==> src/common/hazardPkg.sv <==
// hazard control package
// instruction word views, function classes, Tuse/Tnew widths, kernel-control codes
package hazardPkg;

    // instruction word, decoded either as R-type or I-type fields
    typedef union packed {
        struct packed {
            logic [5:0] opcode;
            logic [4:0] rs;
            logic [4:0] rt;
            logic [4:0] rd;
            logic [4:0] shamt;
            logic [5:0] funct;
        } rType;
        struct packed {
            logic [5:0]  opcode;
            logic [4:0]  rs;
            logic [4:0]  rt;
            logic [15:0] imm;
        } iType;
    } instrWord;

    localparam int widthT = 3;                   // every Tuse / Tnew value
    localparam logic [widthT-1:0] tUseInf = 3'd7; // operand never read

    // function classes
    localparam int widthFunc = 3;
    localparam logic [widthFunc-1:0] funcNop      = 3'd0;
    localparam logic [widthFunc-1:0] funcCalcR    = 3'd1;
    localparam logic [widthFunc-1:0] funcCalcI    = 3'd2;
    localparam logic [widthFunc-1:0] funcMemRead  = 3'd3;
    localparam logic [widthFunc-1:0] funcMemWrite = 3'd4;
    localparam logic [widthFunc-1:0] funcBranch   = 3'd5;
    localparam logic [widthFunc-1:0] funcJump     = 3'd6;
    localparam logic [widthFunc-1:0] funcMultDiv  = 3'd7;

    // opcodes of the supported subset
    localparam logic [5:0] opSpecial = 6'h00; // R-type, decoded by funct
    localparam logic [5:0] opJal     = 6'h03;
    localparam logic [5:0] opBeq     = 6'h04;
    localparam logic [5:0] opOri     = 6'h0d;
    localparam logic [5:0] opLui     = 6'h0f;
    localparam logic [5:0] opLw      = 6'h23;
    localparam logic [5:0] opSw      = 6'h2b;

    // funct codes under opSpecial
    localparam logic [5:0] fnSll  = 6'h00;
    localparam logic [5:0] fnJr   = 6'h08;
    localparam logic [5:0] fnMflo = 6'h12;
    localparam logic [5:0] fnMult = 6'h18;
    localparam logic [5:0] fnAddu = 6'h21;
    localparam logic [5:0] fnSubu = 6'h23;

    localparam logic [31:0] instrNop = 32'h0000_0000;
    localparam logic [4:0]  regRa    = 5'd31; // link register for JAL

    // producer tracking
    localparam int numSlots = 3; // EX, MEM, WB
    localparam int slotEx   = 0;
    localparam int slotMem  = 1;

    // kernel control from CP0
    localparam int widthKCtrl = 2;
    localparam logic [widthKCtrl-1:0] kCtrlNone  = 2'd0;
    localparam logic [widthKCtrl-1:0] kCtrlKText = 2'd1; // enter handler
    localparam logic [widthKCtrl-1:0] kCtrlEret  = 2'd2; // return from handler

endpackage

==> src/hazardControl/producerSlot.sv <==
`timescale 1ns/10ps
// producer slot
// one stage of the in-flight producer chain, counts remaining Tnew down as it moves
module producerSlot (
    input  logic                         clk,
    input  logic                         rstN,
    input  logic                         advance,
    input  logic                         flush,
    input  logic                         prevValid,
    input  logic [4:0]                   prevDest,
    input  logic [hazardPkg::widthT-1:0] prevTnew,
    input  logic [31:0]                  prevPc,
    input  logic                         countDown,
    output logic                         valid,
    output logic [4:0]                   dest,
    output logic [hazardPkg::widthT-1:0] tNew,
    output logic [31:0]                  pc
);
    import hazardPkg::*;

    logic [widthT-1:0] tNext;

    // saturating decrement
    assign tNext = (countDown && prevTnew != '0) ? prevTnew - 1'b1 : prevTnew;

    always_ff @(posedge clk or negedge rstN) begin
        if (!rstN) begin
            valid <= 1'b0;
            dest  <= 5'd0;
            tNew  <= '0;
        end else if (flush) begin
            valid <= 1'b0;
            dest  <= 5'd0;
            tNew  <= '0;
        end else if (advance) begin
            valid <= prevValid;
            dest  <= prevDest;
            tNew  <= tNext;
        end
    end

    always_ff @(posedge clk) begin
        if (advance) begin
            pc <= prevPc;
        end
    end

    assert property (@(posedge clk) disable iff (!rstN) tNew <= widthT'(4))
        else $error("producerSlot: remaining Tnew above 4");

endmodule

==> config.mk <==
export PLATFORM = sky130hd
export DESIGN_NAME = producerSlot
export DESIGN_NICKNAME = d
export VERILOG_FILES = /design/src/common/hazardPkg.sv /design/src/hazardControl/producerSlot.sv
export SDC_FILE = /design/constraint.sdc
export NUM_CORES = 1
export LEC_CHECK = 0
export BUFFER_PORTS_ARGS = -buffer_cell sky130_fd_sc_hd__buf_2
export CAP_MARGIN = 10
export CORE_AREA = 2 2 43 85
export DETAILED_ROUTE_END_ITERATION = 6
export DIE_AREA = 0 0 45 87
export GPL_ROUTABILITY_DRIVEN = 0
export GPL_TIMING_DRIVEN = 0
export MAX_ROUTING_LAYER = met4
export PLACE_DENSITY_LB_ADDON = 0.05
export SLEW_MARGIN = 20
export SYNTH_ARGS = -nofsm -noshare
export SYNTH_HDL_FRONTEND = slang
export SYNTH_SLANG_ARGS = --single-unit
==> constraint.sdc <==
create_clock -name clk -period 1.4 [get_ports clk]
set_input_delay 0.14 -clock clk [delete_from_list [all_inputs] [get_ports clk]]
set_output_delay 0.14 -clock clk [all_outputs]
set_load 0.1 [all_outputs]
==> results of run 1 <==
metrics by stage:
stage                     setup WS [ns]  cell area [µm²]  cells  hold slack [ns]  setup TNS (ns)
after detailed placement       -0.00888             1900    192         0.000501        -0.00888
final                             0.198             2020    201           0.0283               0
after floorplan                  0.0582             1430     74           -0.156               0
after global routing              0.148             2020    201          0.00651               0
after CTS                         0.179             2020    201           0.0149               0
after global placement           0.0144             1900    192         -0.00485               0
kinds of logic (layout without fill, tap and decap cells):
family / count (synthesis) / in the layout / share of synthesized area
flops: 41 / 41 / 0.829
compound gates: 5 / 5 / 0.0315
mux: 7 / 7 / 0.0490
fa+ha+maj: 2 / 2 / 0.0175
buf+inv: 4 / 99 / 0.0184
simple gates: 15 / 15 / 0.0551
sequential cells by signal, indices dropped and copies added, names as in the netlist:
signal and cells:
pc 32, dest 5, tNew 3, valid 1
layout by cell type (no fill, tap or decap), types with 2 or more instances in the layout:
cell type,n
buf_2,86
clkbuf_8,5
dfrtp_1,8
edfxtp_1,32
ha_1,2
inv_1,2
mux2i_1,7
nor2_1,9
nor3b_1,2
how the worst min path moves through the flow:
| stage | start | end | slack, ns | cells after the start |
|---|---|---|---|---|
| floorplan | rstN | dest[0] | -0.16 | 0 |
| global placement | rstN | tNew[0] | -0.005 | 1 |
| detailed placement | rstN | tNew[0] | 0.0005 | 1 |
| CTS | prevPc[16] | pc[16] | 0.01 | 1 |
| global route | prevPc[19] | pc[19] | 0.007 | 1 |
| finish | prevPc[19] | pc[19] | 0.03 | 1 |
layer usage:
layer | track usage | up-vias
met4 | 0.0642 | 0
met3 | 0.0581 | 4
met5 | - | -
met2 | 0.206 | 57
met1 | 0.162 | 428
li1 | - | 461
repair_timing:
| action | CTS | global route |
|---|---|---|
| setup buffers | 0 | 0 |
| hold buffers | 1 | 0 |
| endpoints found under the hold margin | 9 | 0 |
| resized for setup | 0 | 0 |
report_power, final:
part / internal, W / switching [W] / total, W
Combinational: 0.000133 / 0.000760 / 0.000893
Sequential: 0.00141 / 0.0000223 / 0.00144
Clock: 0.000526 / 0.000358 / 0.000884
Total: 0.00207 / 0.00114 / 0.00321
final cells by class:
cell class,instances,share of cell area
tap,32,0.0198
clock buffer,6,0.0359
clock inverter,2,0.0167
buffer,2,0.00929
timing repair buffer,87,0.218
inverter,2,0.00372
sequential,41,0.588
multi-input combinational,29,0.108
==> reports/results.txt, run 1 <==
Clk buf depth: 2
Row count: 30
Via count: 950
Required time of the critical path: 1.26 ns
CTS Buf Count: 5
Crit-path cells: buf_2
Post-synth top area cell: edfxtp_1
Finished Core Util: 0.611
Synth top cells by count: edfxtp_1, dfrtp_1, nor2_1
Worst-path fanout max: 2
Met3 wire len: 277 µm
Slew HR: 0.501
Cell area after synthesis: 1430 µm²
Met1 wire length: 1.05 mm
Asr flop ratio synth: 0.220
Storage cell area: 1190 µm²
Initial cell density of the core: 0.433
Top-count cell post-synth: edfxtp_1
Status: finished, final reports clean
Critical path endpoint: tNew[2]
Ys Warns: 0
Cell variety after synth: 18
Synth Instances: 74
Core footprint: 3300 µm²
Multi-input logic area: 219 µm²
CP peak stage delay: 0.43 ns
I/O pin total: 87
IR drop worst, VDD: 1.48 mV
Die Height: 87 µm
Die X: 45 µm
Clock-pin slew on the worst setup and hold paths: 0.07 ns
Layout Nets: 216
Largest cells by area after synthesis: edfxtp_1, dfrtp_1, mux2i_1
DR top layer: met4
Top FF cell, synth: edfxtp_1
FF-to-FF Start: tNew[1]
Final min period: 1.20 ns
Post-DP HPWL: 1.90 mm
GRT Util Overall: 0.140
Flip-flop and latch count after synthesis: 41
Routed wl met2: 1.17 mm
CTS tree: built
Syn Nets: 122
Slowest cell on the critical path: buf_2
Post-synth top area share: 0.671
Critical path launch point: tNew[2]
# DRC: 0
Crit path buf inv count: 1
Max_cap viols: 0
Setup crit end kind: primary output
Clock Sinks: 41
Worst-Margin Slew: 0.748 ns
Clock Skews: 0 ns
Final ANT Viol Nets: 0
Sequential-to-total area share from yosys stat: 0.829
Critical path data arrival time: 1.06 ns
Power Density: 1590 nW/µm²
Setup slack, reg-to-reg: 0.42 ns
CTS H-tree depth: 2
Total power: 0.00321 W
Die ar.: 3920 µm²
First-pass GRT wire length: 3.81 mm
Crit path kind: reg -> out
Initial antenna violation count: 0
Largest net degree at the start of global routing: 37
Initial DRC count: 22
Worst R2R Path Depth: 2
Grt ovf: 0
RSZ-0062 raised after global routing: no
Fill cells: 276
Via density per instance: 4.73
Share of cells above drive strength 1: 0.574
Critical Path Source Type: register
FF-to-FF End: tNew[1]
Port buffer count: 86
Critical path's top delay family: buffers and inverters
Avg Cell Area, Syn: 19.3 µm²
Initial DRT Pass Iterations: 3
Fmax: 0.832 GHz
Slew Viols, Final: 0
Number of synthesized flops with an enable pin: 32
Static Leakage: 0.960 nW
Final period utilization: 0.859
Hold WC Path Type: in -> reg
Hold Vio Cnt, Final: 0
CTS Root Cell: clkbuf_8
Drt wl/cell: 12.7 µm
Setup Viol. Count Final: 0
Instance count on the critical path: 1
Synth-to-layout area growth: 41.1%
Drt total wl: 2.54 mm
# diodes: 0
Vias in the first global route: 875
Worst-Skew Late Latency: 0.28 ns
No activity file was read; power rests on OpenSTA's default activity.
==> run 2: changes to the inputs <==
PLACE_DENSITY = 0.81   (was not set)
PLACE_DENSITY_LB_ADDON = not set   (was 0.05)
==> reports/results.txt, run 2 (same netlist as run 1, synthesis figures left out) <==
Max_cap viols: 0 (unchanged)
Worst Hold Path EP: pc[26] (was pc[19])
Static Leakage: 0.960 nW (unchanged)
Setup crit end kind: primary output (unchanged)
Drt wl/cell: 13.4 µm (was 12.7 µm)
CTS H-tree depth: 2 (unchanged)
Worst-path fanout max: 2 (unchanged)
FF-to-FF Start: tNew[1] (unchanged)
Hold Vio Cnt, Final: 0 (unchanged)
First-pass GRT wire length: 4.11 mm (was 3.81 mm)
Setup Viol. Count Final: 0 (unchanged)
Via count: 980 (was 950)
Required time of the critical path: 1.26 ns (about the same)
Die ar.: 3920 µm² (unchanged)
Slowest cell on the critical path: buf_2 (unchanged)
Die Height: 87 µm (unchanged)
Largest register FFs: 32 (unchanged)
# DRC: 0 (unchanged)
Crit-path cells: buf_2 (unchanged)
Most flops, register: pc (unchanged)
CTS Buf Count: 5 (unchanged)
Multi-input logic area: 219 µm² (unchanged)
Vias in the first global route: 974 (was 875)
Final ANT Viol Nets: 0 (unchanged)
Die X: 45 µm (unchanged)
CTS Root Cell: clkbuf_8 (unchanged)
Finished Core Util: 0.611 (unchanged)
Seq pwr share: 0.448 (was 0.447)
Net load switching power: 0.00114 W (about the same)
Drt total wl: 2.69 mm (was 2.54 mm)
Status: finished, final reports clean (unchanged)
Pre-CTS setup slack: -0.0171 ns (was -0.00888 ns)
Via density per instance: 4.88 (was 4.73)
Clock share of power: 0.273 (was 0.275)
Slew Viols, Final: 0 (unchanged)
Share of cells above drive strength 1: 0.574 (unchanged)
Post-CTS Setup Inserts: 0 (unchanged)
Most common library cell in the layout ignoring fill and taps: buf_2 (unchanged)
FF-to-FF End: tNew[1] (unchanged)
Crit path kind: reg -> out (unchanged)
Synth-to-layout area growth: 41.1% (unchanged)
Sw Share: 0.354 (was 0.355)
Comb pwr share: 0.279 (was 0.278)
Layout Nets: 216 (unchanged)
GRT Util Overall: 0.151 (was 0.140)
Power Density: 1590 nW/µm² (about the same)
Pint: 0.00207 W (about the same)
Total power: 0.00321 W (about the same)
Setup slack, reg-to-reg: 0.43 ns (was 0.42 ns)
Storage cell area: 1190 µm² (unchanged)
Critical path data arrival time: 1.07 ns (was 1.06 ns)
Critical path's top delay family: buffers and inverters (unchanged)
RSZ-0062 raised after global routing: no (unchanged)
IR drop worst, VDD: 0.982 mV (was 1.48 mV)
Cts repair resizes: 0 (unchanged)
Initial DRC count: 17 (was 22)
Final period utilization: 0.864 (was 0.859)
Worst-Skew Late Latency: 0.28 ns (about the same)
Clk buf depth: 2 (unchanged)
Biggest regs: pc (32), dest (5), tNew (3) (unchanged)
Core footprint: 3300 µm² (unchanged)
# diodes: 0 (unchanged)
Row count: 30 (unchanged)
Largest net degree at the start of global routing: 37 (unchanged)
Commonest cells after routing, fill and taps aside: buf_2, edfxtp_1, nor2_1 (unchanged)
Clock-pin slew on the worst setup and hold paths: 0.07 ns (about the same)
Hold WC Path Type: in -> reg (unchanged)
Cts hold-fix bufs: 1 (unchanged)
Hold-critical path depth: 1 (unchanged)
Clock Skews: 0 ns (unchanged)
Crit path buf inv count: 1 (unchanged)
I/O pin total: 87 (unchanged)
Port buffer count: 86 (unchanged)
Final min period: 1.21 ns (was 1.20 ns)
Critical Path Source Type: register (unchanged)
Setup ws final: 0.190 ns (was 0.198 ns)
Worst-Margin Slew: 0.755 ns (was 0.748 ns)
Worst R2R Path Depth: 2 (unchanged)
Fmax: 0.826 GHz (was 0.832 GHz)
Fill cells: 276 (unchanged)
Grt ovf: 0 (unchanged)
CP peak stage delay: 0.43 ns (about the same)
Worst hold start: prevPc[26] (was prevPc[19])
Slew HR: 0.496 (was 0.501)
Initial cell density of the core: 0.433 (unchanged)
Initial antenna violation count: 0 (unchanged)
Initial DRT Pass Iterations: 3 (unchanged)
CTS tree: built (unchanged)
Clock Sinks: 41 (unchanged)
[run 2: worst reg2reg max path: stages (launching register included)]
cell and delay (ns):
dfrtp_2 0.40, nor3b_1 0.13, a311o_1 0.34
[run 2: area by class of cell]
type,instances,area share
Inverter,2,0.00372
Timing Repair Buffer,87,0.218
Buffer,2,0.00929
Clock inverter,2,0.0167
Clock buffer,6,0.0359
Sequential cell,41,0.588
Multi-Input combinational cell,29,0.108
Tap cell,32,0.0198
[run 2: worst max path at each step]
stage,end,slack (ns),cells after the start,start
2_1_floorplan,tNew[0],0.06,2,tNew[0]
3_3_place_gp,tNew[0],0.05,4,advance
3_5_place_dp,tNew[0],-0.02,4,advance
4_1_cts,dest[3],0.18,1,dest[3]
5_1_grt,dest[1],0.14,1,dest[1]
6_report,valid,0.19,1,valid
[run 2: per-layer routing]
metal | routed length [µm] | global-route usage
met5 | 0 | -
met2 | 1260 | 0.245
met4 | 46 | 0.0642
met3 | 447 | 0.0726
met1 | 934 | 0.148
[run 2: metrics by stage]
step / TNS, ns / instances / hold WS (ns) / cell area [µm²]
2_1_floorplan: 0 / 74 / -0.156 / 1430
3_3_place_gp: 0 / 192 / -0.00274 / 1900
3_5_place_dp: -0.0171 / 192 / 0.00546 / 1900
4_1_cts: 0 / 201 / 0.0158 / 2020
5_1_grt: 0 / 201 / 0.00992 / 2020
6_report: 0 / 201 / 0.0297 / 2020
[run 2: power groups by stage]
| stage | clock network [W] | logic, W | registers [W] |
|---|---|---|---|
| floorplan | 0 | 0.0000534 | 0.00213 |
| global placement | 0 | 0.000890 | 0.00146 |
| detailed placement | 0 | 0.000899 | 0.00146 |
| CTS | 0.000908 | 0.000901 | 0.00144 |
| global route | 0.000954 | 0.000923 | 0.00145 |
| finish | 0.000878 | 0.000895 | 0.00144 |
==> run 3: changes to the inputs <==
REMOVE_ABC_BUFFERS = 1   (was not set)
==> reports/results.txt, run 3 (same netlist as run 1, synthesis figures left out) <==
Status: finished, final reports clean (unchanged)
Share of cells above drive strength 1: 0.566 (was 0.574)
Worst-Margin Slew: 0.956 ns (was 0.755 ns)
Most flops, register: pc (unchanged)
GRT Util Overall: 0.137 (was 0.151)
Core footprint: 3300 µm² (unchanged)
Worst-Skew Late Latency: 0.28 ns (about the same)
Initial DRC count: 16 (was 17)
# diodes: 0 (unchanged)
Fmax: 0.828 GHz (was 0.826 GHz)
Crit path buf inv count: 1 (unchanged)
Slew HR: 0.363 (was 0.496)
Hold WC Path Type: in -> reg (unchanged)
CTS Buf Count: 5 (unchanged)
Slew Viols, Final: 0 (unchanged)
Critical path launch point: dest[0] (was valid)
Static Leakage: 0.936 nW (was 0.960 nW)
Initial antenna violation count: 0 (unchanged)
Crit-path cells: buf_2 (unchanged)
Slowest cell on the critical path: buf_2 (unchanged)
First-pass GRT wire length: 3.77 mm (was 4.11 mm)
Largest net degree at the start of global routing: 46 (was 37)
Crit path kind: reg -> out (unchanged)
Grt ovf: 0 (unchanged)
Initial DRT Pass Iterations: 3 (unchanged)
Power Density: 1530 nW/µm² (was 1590 nW/µm²)
Row count: 30 (unchanged)
Via density per instance: 4.90 (was 4.88)
FF-to-FF Start: tNew[1] (unchanged)
CTS H-tree depth: 2 (unchanged)
Cts repair resizes: 0 (unchanged)
CP peak stage delay: 0.43 ns (about the same)
Die ar.: 3920 µm² (unchanged)
Via count: 971 (was 980)
Critical path data arrival time: 1.07 ns (about the same)
Port buffer count: 86 (unchanged)
Drt total wl: 2.56 mm (was 2.69 mm)
Layout Nets: 214 (was 216)
Clock Sinks: 41 (unchanged)
Commonest cells after routing, fill and taps aside: buf_2, edfxtp_1, nor2_1, dfrtp_1, mux2i_1 (was buf_2, edfxtp_1, nor2_1)
# DRC: 0 (unchanged)
Max_cap viols: 0 (unchanged)
I/O pin total: 87 (unchanged)
Vias in the first global route: 896 (was 974)
Setup Viol. Count Final: 0 (unchanged)
Cts hold-fix bufs: 1 (unchanged)
Initial cell density of the core: 0.433 (unchanged)
Critical Path Source Type: register (unchanged)
Total power: 0.00302 W (was 0.00321 W)
Die Height: 87 µm (unchanged)
Worst hold start: prevPc[7] (was prevPc[26])
Synth-to-layout area growth: 37.8% (was 41.1%)
Clock-pin slew on the worst setup and hold paths: 0.07 ns (about the same)
Hold Vio Cnt, Final: 0 (unchanged)
Largest register FFs: 32 (unchanged)
Finished Core Util: 0.597 (was 0.611)
Final period utilization: 0.862 (was 0.864)
Setup crit end kind: primary output (unchanged)
Clock Skews: 0 ns (unchanged)
Required time of the critical path: 1.26 ns (about the same)
Final ANT Viol Nets: 0 (unchanged)
RSZ-0062 raised after global routing: no (unchanged)
Die X: 45 µm (unchanged)
Critical path's top delay family: buffers and inverters (unchanged)
IR drop worst, VDD: 1.22 mV (was 0.982 mV)
Worst-path fanout max: 2 (unchanged)
Post-CTS Setup Inserts: 0 (unchanged)
Most common library cell in the layout ignoring fill and taps: buf_2 (unchanged)
Drt wl/cell: 12.9 µm (was 13.4 µm)
Biggest regs: pc (32), dest (5), tNew (3) (unchanged)
Clk buf depth: 2 (unchanged)
Final min period: 1.21 ns (about the same)
CTS tree: built (unchanged)
CTS Root Cell: clkbuf_8 (unchanged)
[run 3: path summary, 6_finish.rpt]
| path | to | slack, ns | depth (start not counted) |
|---|---|---|---|
| worst min register to register | dest[2] | 0.53 | 2 |
| worst min-delay path | pc[7] | 0.03 | 1 |
| max in group asynchronous | dest[4] | 0.99 | 2 |
| worst max register to register | tNew[1] | 0.41 | 2 |
| worst max-delay path | dest[0] | 0.19 | 1 |
| min in group asynchronous | tNew[1] | 0.23 | 2 |
[run 3: where the power goes]
part	internal (W)	total [W]	switching, W
clock	0.000334	0.000689	0.000355
combinational	0.000129	0.000890	0.000761
sequential	0.00141	0.00144	0.0000219
[run 3: cell type report]
cell class / instances / area, µm²
Fill cell: 276 / 1330
Sequential cell: 41 / 1190
Timing Repair Buffer: 87 / 440
Multi-Input combinational cell: 29 / 219
Clock buffer: 5 / 68.8
Tap cell: 32 / 40.0
Clock inverter: 2 / 11.3
Inverter: 2 / 7.51
[run 3: layer usage]
layer	GRT usage	wire length, µm	vias up
li1	-	-	454
met1	0.162	967	436
met2	0.209	1200	76
met3	0.0477	361	5
met4	0.0561	37	0
met5	-	0	-
[run 3: metrics by stage]
step	setup slack [ns]	TNS (ns)	hold WS (ns)	area (µm²)	std cells
after floorplan	-0.0273	-0.0273	-0.156	1410	72
after global placement	-0.0377	-0.0377	0.00358	1880	190
after detailed placement	-0.122	-0.129	0.00394	1880	190
after CTS	0.180	0	0.0191	1970	198
after global routing	0.126	0	0.0168	1970	198
final	0.193	0	0.0265	1970	198
